$ cat src/verilog/hash_table_macros.svh
`ifndef HASH_TABLE_MACROS_SVH
`define HASH_TABLE_MACROS_SVH

// Key and value widths of one table entry
`define HT_KEY_W 64
`define HT_VAL_W 16

// Bucket index width and bucket count, kept consistent
`define HT_IDX_W 10
`define HT_DEPTH 1024

`endif
$ cat src/verilog/hash_table_pkg.sv
`default_nettype none

`include "hash_table_macros.svh"

package hash_table_pkg;

	typedef struct packed {
		logic valid;
		logic [`HT_KEY_W-1:0] key;
		logic [`HT_VAL_W-1:0] value;
	} bucket_entry_t;

endpackage

`default_nettype wire

$ cat src/verilog/lookup_unit.sv
`timescale 1ns/1ps
`default_nettype none

`include "hash_table_macros.svh"

module lookup_unit (
	input  logic                          clk,
	input  logic                          rst,
	input  logic                          lookup_req,
	input  logic [`HT_KEY_W-1:0]          lookup_key,
	output logic                          lookup_busy,
	output logic                          lookup_done,
	output logic                          lookup_hit,
	output logic [`HT_VAL_W-1:0]          lookup_value,
	output logic                          lk_req,
	output logic [`HT_IDX_W-1:0]          lk_addr,
	input  logic                          lk_grant,
	input  hash_table_pkg::bucket_entry_t rdata
);

	localparam logic [1:0] S_IDLE = 2'd0;
	localparam logic [1:0] S_HASH = 2'd1;
	localparam logic [1:0] S_REQ = 2'd2;
	localparam logic [1:0] S_CMP = 2'd3;

	logic [1:0] state;
	logic [`HT_KEY_W-1:0] key_q;
	logic accept;
	logic match;

	assign accept = lookup_req && (state == S_IDLE);
	assign match = rdata.valid && (rdata.key == key_q);

	hash_h3 u_hash_h3 (
		.clk(clk),
		.rst(rst),
		.load(accept),
		.key(lookup_key),
		.index(lk_addr)
	);

	always_ff @(posedge clk) begin
		if (accept)
			key_q <= lookup_key;
	end

	always_ff @(posedge clk or posedge rst) begin
		if (rst) begin
			state <= S_IDLE;
			lookup_done <= 1'b0;
			lookup_hit <= 1'b0;
			lookup_value <= '0;
		end else begin
			lookup_done <= 1'b0;
			case (state)
				S_IDLE: if (accept) state <= S_HASH;
				S_HASH: state <= S_REQ; // Index settles here
				S_REQ: if (lk_grant) state <= S_CMP;
				default: begin
					lookup_done <= 1'b1;
					lookup_hit <= match;
					lookup_value <= match ? rdata.value : '0;
					state <= S_IDLE;
				end
			endcase
		end
	end

	assign lookup_busy = (state != S_IDLE);
	assign lk_req = (state == S_REQ);

endmodule

`default_nettype wire

$ cat src/verilog/hash_h3.sv
`timescale 1ns/1ps
`default_nettype none

`include "hash_table_macros.svh"

module hash_h3 (
	input  logic                 clk,
	input  logic                 rst,
	input  logic                 load,
	input  logic [`HT_KEY_W-1:0] key,
	output logic [`HT_IDX_W-1:0] index
);

	// Row i is folded in when key bit i is set
	localparam logic [`HT_IDX_W-1:0] H3_ROWS [`HT_KEY_W] = '{
		10'b0110110101,
		10'b0000100000,
		10'b0101101001,
		10'b0001001100,
		10'b1001011101,
		10'b0101000110,
		10'b1100110001,
		10'b1001111011,
		10'b0010110110,
		10'b1101111111,
		10'b1110101100,
		10'b0001011101,
		10'b0111110010,
		10'b1011111001,
		10'b0011011101,
		10'b1001001010,
		10'b1011000000,
		10'b1010100010,
		10'b0110101110,
		10'b1100001111,
		10'b1000011011,
		10'b1010100001,
		10'b0001110110,
		10'b1111111100,
		10'b0111110000,
		10'b1010011111,
		10'b0011010010,
		10'b0011110110,
		10'b0011110000,
		10'b0110010001,
		10'b0111111101,
		10'b0011000001,
		10'b0001101101,
		10'b0011010010,
		10'b0110001001,
		10'b0100100010,
		10'b0111110100,
		10'b1010011001,
		10'b0010101000,
		10'b0100001100,
		10'b1001111000,
		10'b0011001001,
		10'b1010111011,
		10'b1110101000,
		10'b1101010010,
		10'b1011110001,
		10'b1000101000,
		10'b0010111010,
		10'b1100101100,
		10'b1010001000,
		10'b1000000111,
		10'b0001100001,
		10'b0000001110,
		10'b1101010001,
		10'b1001001011,
		10'b0001000010,
		10'b0010111000,
		10'b0000001000,
		10'b1000010001,
		10'b0001111000,
		10'b0101101000,
		10'b0010101001,
		10'b1110101100,
		10'b0010000001
	};

	logic [`HT_IDX_W-1:0] hash_next;

	always_comb begin
		hash_next = '0;
		for (int i = 0; i < `HT_KEY_W; i++) begin
			if (key[i])
				hash_next = hash_next ^ H3_ROWS[i];
		end
	end

	always_ff @(posedge clk or posedge rst) begin
		if (rst)
			index <= '0;
		else if (load)
			index <= hash_next; // Held until the next load
	end

endmodule

`default_nettype wire

$ cat config.mk
export PLATFORM = sky130hd
export DESIGN_NAME = lookup_unit
export DESIGN_NICKNAME = d
export VERILOG_FILES = /design/src/verilog/hash_table_pkg.sv /design/src/verilog/lookup_unit.sv /design/src/verilog/hash_h3.sv
export VERILOG_INCLUDE_DIRS = /design/src /design/src/verilog
export SDC_FILE = /design/constraint.sdc
export NUM_CORES = 1
export LEC_CHECK = 0
export ABC_AREA = 1
export CORE_MARGIN = 3
export CORE_UTILIZATION = 60
export DETAILED_ROUTE_END_ITERATION = 8
export DONT_BUFFER_PORTS = 1
export GPL_TIMING_DRIVEN = 0
export PLACE_DENSITY_LB_ADDON = 0.15
export SYNTH_ARGS = -nofsm -noshare
export SYNTH_HDL_FRONTEND = slang
export SYNTH_SLANG_ARGS = --single-unit
$ cat constraint.sdc
create_clock -name clk -period 2.27 [get_ports clk]
set_clock_uncertainty 0.15 [all_clocks]
set_input_delay 0.454 -clock clk [delete_from_list [all_inputs] [get_ports clk]]
set_output_delay 0.454 -clock clk [all_outputs]
set_load 0.02 [all_outputs]
### After elaboration in Yosys (flattened, before gate mapping)

Index checks and enable logic that the tools add are counted.

| storage, ports and cells | value |
|---|---|
| input port bits | 149 |
| flip-flop bits (word level) | 94 |
| RAM bits | 0 |
| word-level logic and storage cells | 149 |
| latch bits | 0 |
| memories kept | 0 |
| output and inout bits | 30 |
| ROM bits | 0 |

| cells by class | value |
|---|---|
| equal/unequal tests | 5 |
| reductions and logical operators | 6 |
| bitwise operators | 63 |
| multiplexer cells | 69 |
| $lt $le $gt $ge | 0 |
| multipliers | 0 |
| shift-type cells | 0 |
| divide/modulo/power cells | 0 |
| add/sub/neg operators | 0 |

Operators with widths:

| kind | count |
|---|---|
| $mux W10 | 28 |
| $mux W9 | 13 |
| $mux W8 | 13 |
| $not A5 Y5 | 16 |
| $eq A64 B64 Y1 | 1 |
| $not A4 Y4 | 15 |
| $not A6 Y6 | 9 |
| $mux W7 | 7 |
| $not A3 Y3 | 11 |
| $not A7 Y7 | 4 |
| $mux W16 | 1 |
| $not A8 Y8 | 2 |
| $not A9 Y9 | 1 |
| $mux W4 | 2 |
| $mux W6 | 1 |
| $not A5 Y6 | 1 |
| $pmux W2 S3 | 1 |
| $mux W2 | 2 |
| $not A2 Y2 | 2 |
| $reduce_or A3 Y1 | 1 |
| $eq A2 B1 Y1 const B | 1 |
| $eq A2 B2 Y1 const B | 1 |
| $logic_and A1 B1 Y1 | 2 |
| $logic_not A2 Y1 | 1 |
| other kinds (6) | 7 |

### Logic depth before layout (Yosys ltp)

Gate-level depths: netlist of run 1.

| depth | value |
|---|---|
| depth after elaboration | 127 |
| depth in mapped cells | 18 |
| mapped depth without buffers | 17 |

### Hierarchy

A second synthesis of run 1 with hierarchy kept.

| second synthesis, totals | value |
|---|---|
| cells, all modules | 1204 |
| area total of the unflattened synthesis | 8023.9 sq um |

By module, submodules not included:

| module | sequential area each (sq um) | times used | area an instance (sq um) | cells each |
|---|---|---|---|---|
| hash_h3 | 250.2 | 1 | 4052.6 | 782 |
| lookup_unit | 2422.3 | 1 | 3971.3 | 422 |

### Worst setup path after synthesis of run 1

Ideal clock, no wire load.

| timing | value |
|---|---|
| kind | register to register |
| from | register state[0] |
| to | register key_q[0] (enable) |
| required time | 1.753 ns |
| cell stages (with the launch flop) | 6 |
| setup time | 0.367 ns |
| path slack | 0.444 ns |
| arrival time | 1.309 ns |
| clock period less this slack | 1.826 ns |
| buffers on the path | 1 |
| cells stage by stage | dfrtp_1 > inv_1 > ha_1 > nand2_1 > inv_1 > buf_6 |

| on the way | value |
|---|---|
| word-level cells in the longest chain between the ends | 2 |

RTL lines:

| element | RTL line | source |
|---|---|---|
| start, declared | lookup_unit.sv:26 | `logic [1:0] state;` |
| start signal, assigned | lookup_unit.sv:49 | `state <= S_IDLE;` |
| start signal, assigned | lookup_unit.sv:56 | `S_IDLE: if (accept) state <= S_HASH;` |
| start signal, assigned | lookup_unit.sv:57 | `S_HASH: state <= S_REQ;` |
| $logic_not A2 Y1 | lookup_unit.sv:31 | `assign accept = lookup_req && (state == S_IDLE);` |
| $logic_and A1 B1 Y1 | lookup_unit.sv:31 |  |
| via accept | lookup_unit.sv:28 | `logic accept;` |
| end signal, assigned | lookup_unit.sv:44 | `key_q <= lookup_key;` |
| end, declared | lookup_unit.sv:27 | `` logic [`HT_KEY_W-1:0] key_q; `` |

The timed path passes the listed nets, and every way through them passes these cells.
A chain may end at the register's enable or synchronous reset.

### Final worst setup path of run 1

| timing | value |
|---|---|
| from | register state[1] |
| to | register lookup_value[8] |

| on the way | value |
|---|---|
| word-level cells in the longest chain between the ends | 2 |
| elaborated cells between the ends (all ways) | 4 |
| those cells by class | eq/ne: 2; reduce/logical: 2 |

RTL lines:

| element | RTL line | source |
|---|---|---|
| $eq A2 B2 Y1, or another cell as far along | lookup_unit.sv:55 | `case (state)` |
| $reduce_or A3 Y1 (no line) * | n/a |  |
| end signal, assigned | lookup_unit.sv:62 | `lookup_value <= match ? rdata.value : '0;` |
| end, declared | lookup_unit.sv:14 | `` output logic [`HT_VAL_W-1:0] lookup_value, `` |

Mark *: on every way between the ends. The rest lies on a longest branch, timed or not.

==> flow_metrics.tcl, run 1 <==
set metrics [dict create \
    yosysMostFrequentCell "nand2_1" \
    path_clk_slew_ns 0.07 \
    grt_first_pass_wirelength_mm 27.1 \
    place_congestion 0.929 \
    cts_buffers 9 \
    area_delta_synth_final_pct 7.35 \
    grtUsageTotal_pct 26.4 \
    die_area_um2 13700 \
    grt_max_degree 74 \
    die_w_um 117 \
    die_h_um 117 \
    ir_drop_uv 865 \
    row_count 39 \
    leakagePower_uw 0.00399 \
    cp_max_fo 10 \
    cts_sinks 94 \
    p_per_area_nw_per_um2 778 \
    synth_cell_type_count 31 \
    postSynthAreaPerCell_um2 7.50 \
    synth_flop_cell "edfxtp_1" \
    num_vias 5947 \
    synth_seq_area_share_pct 36.2 \
    status "completed" \
    synthesis.area_um2 7390 \
    worst_pin_slew_ns 1.12 \
    core_area_um2 11700 \
    instances_no_fill 1147 \
    yosys-top-cells-area "edfxtp_1 26%, nand2_1 17%, xnor2_1 12%, xor2_1 11%, dfrtp_1 10%" \
    dp_hpwl_mm 14.3 \
    post_drt_wl_per_cell_um 15.6 \
    cp-end-kind "flip-flop" \
    n_antenna_cell 0 \
    arrival_ns 2.26 \
    finalInstanceArea_um2 7930 \
    drive_gt1_share_pct 6.97 \
    dr.pass1.iters 5 \
    cts_tree "yes" \
    tns_ns 0 \
    io_pins 179 \
    synth_common_cells "339 x nand2_1, 132 x inv_1, 104 x xnor2_1, 92 x xor2_1, 70 x nand3_1" \
    finalSetupViolations 0 \
    max_freq_ghz 0.464 \
    drv_cap 0 \
    drt_wl_total_mm 17.9 \
    ys_ff_latch 94 \
    critPathKind "flip-flop to flip-flop" \
    critPathRequiredTime_ns 2.37 \
    cts_buffer_depth 2 \
    grt_pass1_vias 5610 \
    synth-edff-count 64 \
    start_kind "flip-flop" \
    hold_path_class "primary input to flip-flop" \
    yosys.area.top_type "edfxtp_1" \
    slew_headroom_pct 25.2 \
    drt_iter0_markers 460 \
    antenna_found_initial 0 \
    clock_latency_ns 0.36 \
    synthArstFlopShare_pct 31.9 \
    gr-total-overflow 0 \
    dpl.cell_count 1128 \
    drv_slew 0 \
    io_buffers 0 \
    fin_crit_sh_pct 94.9 \
    final_nets 1151 \
    period_minus_slack_ns 2.15 \
    synth_nets 1137 \
    dpl_cell_area_um2 7570 \
    via_per_inst 5.18 \
    final_hold_viol_count 0 \
    syn-instance-count 985 \
    ant_nets 0 \
    cts_max_level 3 \
    cts-root-buf "clkbuf_16" \
    start_util_pct 63.1 \
    yosysWarningCount 0 \
    synth_top_area_share_pct 26.0 \
    route.detailed.drc 0 \
]
==> worst paths after layout <==
path / slack (ns) / cells past startpoint / from / to
min reg2reg: 0.41 / 1 / state[0] / lookup_done
min in group asynchronous: 0.12 / 1 / rst / lookup_value[0]
max reg2reg: 0.12 / 6 / state[1] / lookup_value[8]
max: 0.12 / 6 / state[1] / lookup_value[8]
min: 0.04 / 0 / lookup_key[57] / key_q[57]
max in group asynchronous: 1.17 / 1 / rst / u_hash_h3.index[9]
==> layer usage <==
layer	global-route usage (%)	share of wire, %
met1	34.4	41
met2	44.1	47
met3	4.68	9.2
met4	9.63	2.1
met5	0	0
==> critical path: stages, from the launching register on <==
cell and delay [ns]:
dfrtp_1 0.39, ha_1 0.18, clkbuf_1 0.43, clkinv_1 0.39
clkbuf_1 0.32, nand2_1 0.12, nand2_1 0.06
==> power by group <==
part / total [µW] / internal (µW) / switching (µW)
combinational: 2090 / 797 / 1290
sequential: 2470 / 2200 / 273
clock: 1620 / 959 / 657
total: 6180 / 3950 / 2220
==> through the flow <==
step,util (%),setup WS (ns),power [µW],hold slack (ns)
2_1_floorplan,-,0.444,4140,0.363
3_3_place_gp,64.6,-0.0267,4510,0.403
3_5_place_dp,64.6,-0.0112,4560,0.391
4_1_cts,67.4,0.00937,6190,0.0284
5_1_grt,67.7,-0.0361,6600,0.0245
6_report,67.7,0.117,6180,0.0377
==> flip-flops by register name, indices dropped and copies added (netlist names) <==
| register | cells |
|---|---|
| key_q | 64 |
| lookup_done | 1 |
| lookup_hit | 1 |
| lookup_value | 16 |
| state | 2 |
| u_hash_h3.index | 10 |
==> cell families after synthesis <==
group / share of synthesized area (%)
buffers and inverters: 9.62
AO/OA/AOI/OAI: 0.728
adder cells (fa/ha/maj): 0.508
flip-flops: 36.2
XOR/XNOR: 23.9
AND/OR/NAND/NOR: 29.1
==> what timing repair did <==
item / in CTS / in global routing
gates resized for setup: 0 / 4
hold endpoints to repair: 0 / 0
setup endpoints to repair: 0 / 85
hold buffers: 0 / 0
buffers inserted: 0 / 3
==> cells in the final DEF (no fill, tap or decap), types with 2 or more instances in the layout <==
| cell | netlist | layout |
|---|---|---|
| nand3_1 | 70 | 70 |
| nand2b_1 | 2 | 2 |
| edfxtp_1 | 64 | 64 |
| nor3_1 | 8 | 8 |
| or2_2 | 14 | 14 |
| clkinv_4 | 0 | 2 |
| nor3b_1 | 2 | 2 |
| a21o_1 | 2 | 2 |
| buf_6 | 4 | 3 |
| xnor2_2 | 3 | 3 |
| nand2_1 | 339 | 339 |
| clkbuf_16 | 0 | 10 |
| nand4_1 | 12 | 12 |
| nor4_1 | 2 | 2 |
| a21oi_1 | 5 | 5 |
| xor2_1 | 92 | 92 |
| nand3b_1 | 11 | 11 |
| nor2_1 | 49 | 49 |
| clkbuf_1 | 2 | 2 |
| inv_1 | 132 | 132 |
| xnor2_1 | 104 | 104 |
| dfrtp_1 | 30 | 30 |
| ha_1 | 3 | 3 |
| clkbuf_2 | 3 | 3 |
| buf_4 | 6 | 9 |
| buf_2 | 19 | 19 |
==> final cells by class <==
class                   count  area (µm²)
multi-input cells         723        4010
fillers                  1017        3780
flip-flops and latches     94        2670
inverters                 134         503
clock buffers              11         264
plain buffers              34         216
well taps                 143         179
clock inverters             5        63.8
repair buffers              3        22.5
Power figures use the tool's default switching activity.
==> run 2, diff against run 1 <==
--- a/config.mk
+++ b/config.mk
@@ -15,4 +15,5 @@
 export PLACE_DENSITY_LB_ADDON = 0.15
 export SYNTH_ARGS = -nofsm -noshare
 export SYNTH_HDL_FRONTEND = slang
+export SYNTH_HIERARCHICAL = 1
 export SYNTH_SLANG_ARGS = --single-unit
==> flow_metrics.tcl, run 2 <==
set metrics [dict create \
    period_minus_slack_ns 2.10 \
    core_area_um2 12800 \
    clock_latency_ns 0.35 \
    cp_num_buf_inv 3 \
    io_buffers 0 \
    drv_slew 0 \
    post_drt_wl_per_cell_um 15.2 \
    status "finished, violations left" \
    area_delta_synth_final_pct 6.75 \
    final_common_cell "nand2_1" \
    ir_drop_uv 609 \
    reg2reg_slack_ns 0.17 \
    num_vias 7193 \
    syn-instance-count 1204 \
    drive_gt1_share_pct 5.89 \
    die_h_um 122 \
    cp_top_family "buffers and inverters" \
    path_clk_slew_ns 0.07 \
    max_freq_ghz 0.475 \
    synthesis.area_um2 8020 \
    critPathMaxStageDelay_ns 0.46 \
    internal_power_uw 3730 \
    cts_buffers 9 \
    p_per_area_nw_per_um2 704 \
    yosys-top-cells-area "nand2_1 24%, edfxtp_1 24%, dfrtp_1 9.4%, inv_1 9.1%, xnor2_1 7.5%" \
    pwr-share-comb_pct 34.8 \
    n_antenna_cell 0 \
    finalSetupViolations 0 \
    grt_pass1_vias 6412 \
    drt_iter0_markers 521 \
    die_w_um 122 \
    cts_max_level 3 \
    fin_util_pct 66.8 \
    worst_r2r_endpoint "u_hash_h3/index[8]" \
    hold_ws_ns -0.0155 \
    p_switching_uw 2300 \
    synth_top_family_by_area "simple AND/OR/NAND/NOR gates" \
    antenna_found_initial 0 \
    cts_setup_buffers 0 \
    synth_xor_area_share_pct 16.0 \
    synth_cell_type_count 36 \
    critPathSlowestCell "clkinvlp_4" \
    grt_first_pass_wirelength_mm 32.1 \
    critPathRequiredTime_ns 2.35 \
    grtUsageTotal_pct 28.5 \
    hold_buffers 1 \
    rsz0062_at_grt "no" \
    drt_wl_total_mm 21.2 \
    synth-simple-area-share_pct 37.0 \
    synth_nets 1356 \
    dp_hpwl_mm 17.2 \
    hold_path_class "primary input to async pin" \
    synth_mux_area_share_pct 0 \
    grt_max_degree 46 \
    synth-compound-area-share_pct 1.28 \
    cts_sinks 94 \
    leakagePower_uw 0.00480 \
    ant_nets 0 \
    synthArstFlopShare_pct 31.9 \
    seqPwrFrac_pct 40.8 \
    place_congestion 0.927 \
    clkPwrFrac_pct 24.5 \
    row_count 41 \
    met2_usage_pct 47.0 \
    met1_usage_pct 37.3 \
    dr.pass1.iters 6 \
    fin_crit_sh_pct 92.7 \
    cts_tree "yes" \
    start_util_pct 62.6 \
    crit_chain "inv_1, ha_2, nand2_2, clkinvlp_4, buf_6, nand3_1, nand2_1" \
    synth_seq_area_share_pct 33.3 \
    final_nets 1369 \
    power_uw 6030 \
    gr-total-overflow 0 \
    cp-end-kind "flip-flop" \
    largest_reg_flops 64 \
    via_per_inst 5.16 \
    yosys.area.top_type "nand2_1" \
    worst-r2r-cell-count 7 \
    yosysMostFrequentCell "nand2_1" \
    slew_headroom_pct 46.4 \
    start_kind "flip-flop" \
    use_met3_pct 6.50 \
    cts_resized 0 \
    synth-edff-count 64 \
    ys_ff_latch 94 \
    synth_flop_cell "edfxtp_1" \
    final_cell_mix "522 x nand2_1, 193 x inv_1, 73 x nand3_1" \
    postSynthAreaPerCell_um2 6.66 \
    tns_ns 0 \
    critPathKind "flip-flop to flip-flop" \
    synth_common_cells "523 x nand2_1, 194 x inv_1, 73 x nand3_1, 69 x xnor2_1, 68 x xor2_1" \
    final_hold_viol_count 20 \
    die_area_um2 14800 \
    violations "hold timing" \
    drv_cap 0 \
    cts_buffer_depth 2 \
    cp_max_fo 25 \
    route.detailed.drc 0 \
    synth-adder-area-share_pct 0.468 \
    r2r_start "state[1]" \
    reg.largest.list "key_q x64, lookup_value x16, u_hash_h3/index x10" \
    largest_register "key_q" \
    swShare_pct 38.1 \
    synth_top_area_share_pct 24.5 \
    arrival_ns 2.19 \
    yosysWarningCount 6 \
    worst_pin_slew_ns 0.803 \
    io_pins 179 \
    grt-busiest-layer "met2" \
    cts-root-buf "clkbuf_16" \
]
==> run 2: cell families after synthesis <==
logic type      Yosys count
compound gates           19
xor+xnor                142
fa+ha+maj                 3
buf+inv                 234
flops                    94
simple gates            712
==> run 2: worst max path at each step <==
| stage | start | end | depth (start not counted) |
|---|---|---|---|
| 2_1_floorplan | state[0] | u_hash_h3/index[7] | 7 |
| 3_3_place_gp | state[1] | u_hash_h3/index[8] | 7 |
| 3_5_place_dp | lookup_key[13] | u_hash_h3/index[5] | 16 |
| 4_1_cts | state[1] | u_hash_h3/index[8] | 7 |
| 5_1_grt | state[1] | u_hash_h3/index[8] | 7 |
| 6_report | state[1] | u_hash_h3/index[8] | 7 |
==> run 2: area by class of cell <==
cell class              instances  area [µm²]
repair buffers                  2        30.0
well taps                     172         215
flip-flops and latches         94        2670
plain buffers                  33         213
multi-input cells             876        4390
fillers                      1178        4260
clock inverters                 5        41.3
clock buffers                  11         243
inverters                     201         758
==> run 2: worst register-to-register path, cell delays in order (launching register included) <==
cell	delay, ns
dfrtp_1	0.39
inv_1	0.07
ha_2	0.18
nand2_2	0.07
clkinvlp_4	0.46
buf_6	0.36
nand3_1	0.22
nand2_1	0.08
==> run 2: per-layer routing <==
layer,vias to the layer above,share of wire (%)
met1,3195,40
met2,306,46
met5,-,0
met4,0,2.3
met3,39,11
li1,3653,-
==> run 2: power by group through the flow <==
stage	logic, µW	registers [µW]	clock network (µW)
after detailed placement	2060	2490	0
after CTS	2070	2460	1490
after floorplan	1640	2460	0
final	2100	2460	1480
after global placement	1980	2500	0
after global routing	2380	2490	1570
==> run 2: metrics by stage <==
| step | cells | instance area (µm²) | hold slack, ns | worst slack (ns) |
|---|---|---|---|---|
| 6_report | 1394 | 8570 | -0.0155 | 0.165 |
| 5_1_grt | 1394 | 8570 | 0.0223 | 0.0746 |
| 4_1_cts | 1394 | 8570 | 0.0132 | 0.197 |
| 3_5_place_dp | 1377 | 8270 | 0.180 | 0.114 |
| 3_3_place_gp | 1376 | 8250 | 0.179 | -0.626 |
| 2_1_floorplan | 1204 | 8040 | 0.144 | 0.0131 |
==> run 3, diff against run 2 <==
--- a/config.mk
+++ b/config.mk
@@ -6,7 +6,6 @@
 export SDC_FILE = /design/constraint.sdc
 export NUM_CORES = 1
 export LEC_CHECK = 0
-export ABC_AREA = 1
 export CORE_MARGIN = 3
 export CORE_UTILIZATION = 60
 export DETAILED_ROUTE_END_ITERATION = 8
==> flow_metrics.tcl, run 3 <==
set metrics [dict create \
    critPathSlowestCell "edfxtp_1" \
    ir_drop_uv 747 \
    cts_max_level 3 \
    critPathRequiredTime_ns 2.39 \
    yosysWarningCount 6 \
    dpl.cell_count 507 \
    p_per_area_nw_per_um2 929 \
    grt_pass1_vias 3402 \
    postSynthAreaPerCell_um2 14.2 \
    grtUsageTotal_pct 25.6 \
    instances_no_fill 545 \
    hold_path_class "primary input to flip-flop" \
    num_vias 3286 \
    arrival_ns 2.26 \
    antenna_found_initial 0 \
    synth_nets 551 \
    timing.final.ws_setup_ns 0.131 \
    rsz0062_at_grt "no" \
    cts_buffers 9 \
    final_nets 584 \
    drv_cap 0 \
    reg2reg_slack_ns 0.13 \
    grt_first_pass_wirelength_mm 19.1 \
    slew_headroom_pct 41.1 \
    path_clk_slew_ns 0.11 \
    drive_gt1_share_pct 14.2 \
    r2r_start "key_q[29]" \
    die_h_um 103 \
    yosys.area.top_type "edfxtp_1" \
    core_area_um2 8930 \
    gr-total-overflow 0 \
    io_buffers 0 \
    synthArstFlopShare_pct 31.9 \
    largest_reg_flops 64 \
    die_area_um2 10600 \
    synth_seq_area_share_pct 47.3 \
    post_drt_wl_per_cell_um 25.9 \
    dp_slack_ns -0.217 \
    drt_iter0_markers 145 \
    cts-root-buf "clkbuf_8" \
    area_delta_synth_final_pct 10.0 \
    nFillCells 640 \
    ant_nets 0 \
    crit_chain "xnor2_1, nand4_1, nor4_2, nand4_2, buf_6, o31ai_2" \
    reg.largest.list "key_q x64, lookup_value x16, u_hash_h3/index x10" \
    worst-r2r-cell-count 6 \
    fin_util_pct 69.6 \
    cts_buffer_depth 2 \
    worst_pin_slew_ns 0.883 \
    period_minus_slack_ns 2.14 \
    yosys-top-cells-area "edfxtp_1 34%, xnor2_1 16%, dfrtp_1 13%, xnor3_1 13%, xor2_1 3.7%" \
    grt_max_degree 35 \
    cts_tree "yes" \
    ys_ff_latch 94 \
    yosysMostFrequentCell "xnor2_1" \
    dr.pass1.iters 4 \
    multi_input_area_um2 2900 \
    n_antenna_cell 0 \
    cp_num_buf_inv 1 \
    worst_r2r_endpoint "lookup_value[10]" \
    synth_cell_type_count 39 \
    syn-instance-count 399 \
    min_to "key_q[50]" \
    critPathKind "flip-flop to flip-flop" \
    synthesis.area_um2 5650 \
    cts_sinks 94 \
    hold_ws_ns 0.0329 \
    dp_hpwl_mm 10.7 \
    row_count 34 \
    finalSetupViolations 0 \
    synth_flop_cell "edfxtp_1" \
    route.detailed.drc 0 \
    place_congestion 0.855 \
    cp-end-kind "flip-flop" \
    cp_max_fo 10 \
    start_kind "flip-flop" \
    critPathMaxStageDelay_ns 0.39 \
    min_delay_path_depth 0 \
    leakagePower_uw 0.00243 \
    cp_top_family "simple AND/OR/NAND/NOR gates" \
    status "completed" \
    register_area_um2 2670 \
    fin_crit_sh_pct 94.2 \
    io_pins 179 \
    final_cell_mix "103 x xnor2_1, 64 x edfxtp_1, 32 x xnor3_1" \
    synth_top_area_share_pct 34.0 \
    worstHoldStart "lookup_key[50]" \
    drt_wl_total_mm 14.1 \
    die_w_um 103 \
    clock_latency_ns 0.36 \
    via_per_inst 6.03 \
    start_util_pct 63.2 \
    max_freq_ghz 0.468 \
    drv_slew 0 \
    final_hold_viol_count 0 \
    final_common_cell "xnor2_1" \
    largest_register "key_q" \
    synth_common_cells "103 x xnor2_1, 64 x edfxtp_1, 32 x xnor3_1, 30 x dfrtp_1, 24 x xor2_1" \
    synth-edff-count 64 \
]
run 3: cell count changes in the layout (fill, tap and decap cells not counted), moves of 32 or more:
cell,before,now
inv_1,193,20
nand2_1,522,3
nand3_1,73,16
nor2_1,58,4
xnor2_1,69,103
xnor3_1,0,32
xor2_1,68,24
run 3: timing repair:
action / 4_1_cts / 5_1_grt
setup endpoints to repair: 16 / 13
hold endpoints to repair: 30 / 16
gates cloned: 2 / 0
pin swaps: 1 / 1
resized for setup: 2 / 4
buffers inserted: 0 / 3
hold buffers: 1 / 16
run 3: logic make-up (layout without fill, tap and decap cells):
kind of cell	Yosys count	after routing	synth area share, %
xor+xnor	171	171	36.3
flops	94	94	47.3
simple gates	60	62	6.36
compound gates	35	35	5.54
buf+inv	28	64	2.13
mux	8	8	1.71
fa+ha+maj	3	3	0.665
run 3: how the worst max path moves through the flow:
| stage | endpoint | depth (start not counted) | slack [ns] | startpoint |
|---|---|---|---|---|
| 4_1_cts | u_hash_h3/index[8] | 5 | 0.05 | state[0] |
| 2_1_floorplan | u_hash_h3/index[0] | 5 | 0.04 | lookup_key[14] |
| 3_3_place_gp | u_hash_h3/index[0] | 5 | -0.20 | lookup_key[14] |
| 6_report | lookup_value[10] | 6 | 0.13 | key_q[29] |
| 3_5_place_dp | u_hash_h3/index[8] | 5 | -0.22 | state[0] |
| 5_1_grt | lookup_value[8] | 6 | 0.005 | key_q[6] |
run 3: stage by stage:
stage	power, µW	TNS [ns]	cell area, µm²
6_report	5770	0	6210
5_1_grt	6060	0	6210
4_1_cts	5770	0	6020
3_5_place_dp	4610	-2.10	5790
3_3_place_gp	4540	-1.38	5790
2_1_floorplan	4250	0	5650
run 3: final cells by class:
class / instances / area share (%)
buffer: 8 / 0.745
clock buffer: 9 / 1.99
clock inverter: 7 / 1.17
inverter: 20 / 1.21
multi-input combinational: 279 / 46.6
sequential: 94 / 43.0
tap: 108 / 2.17
timing repair buffer: 20 / 3.10
run 3: routing by layer:
metal / vias up / share of wire [%] / track usage [%]
li1: 1478 / - / -
met1: 1605 / 36 / 30.1
met2: 180 / 52 / 44.8
met3: 23 / 9.9 / 9.07
met4: 0 / 1.9 / 6.57
met5: - / 0 / 0
run 3: report_power, final:
group	switching, µW	leakage [µW]	internal, µW	total [µW]
clock network	613	0.0000972	512	1120
logic	912	0.00136	1230	2140
registers	282	0.000979	2220	2500
total	1810	0.00243	3970	5770
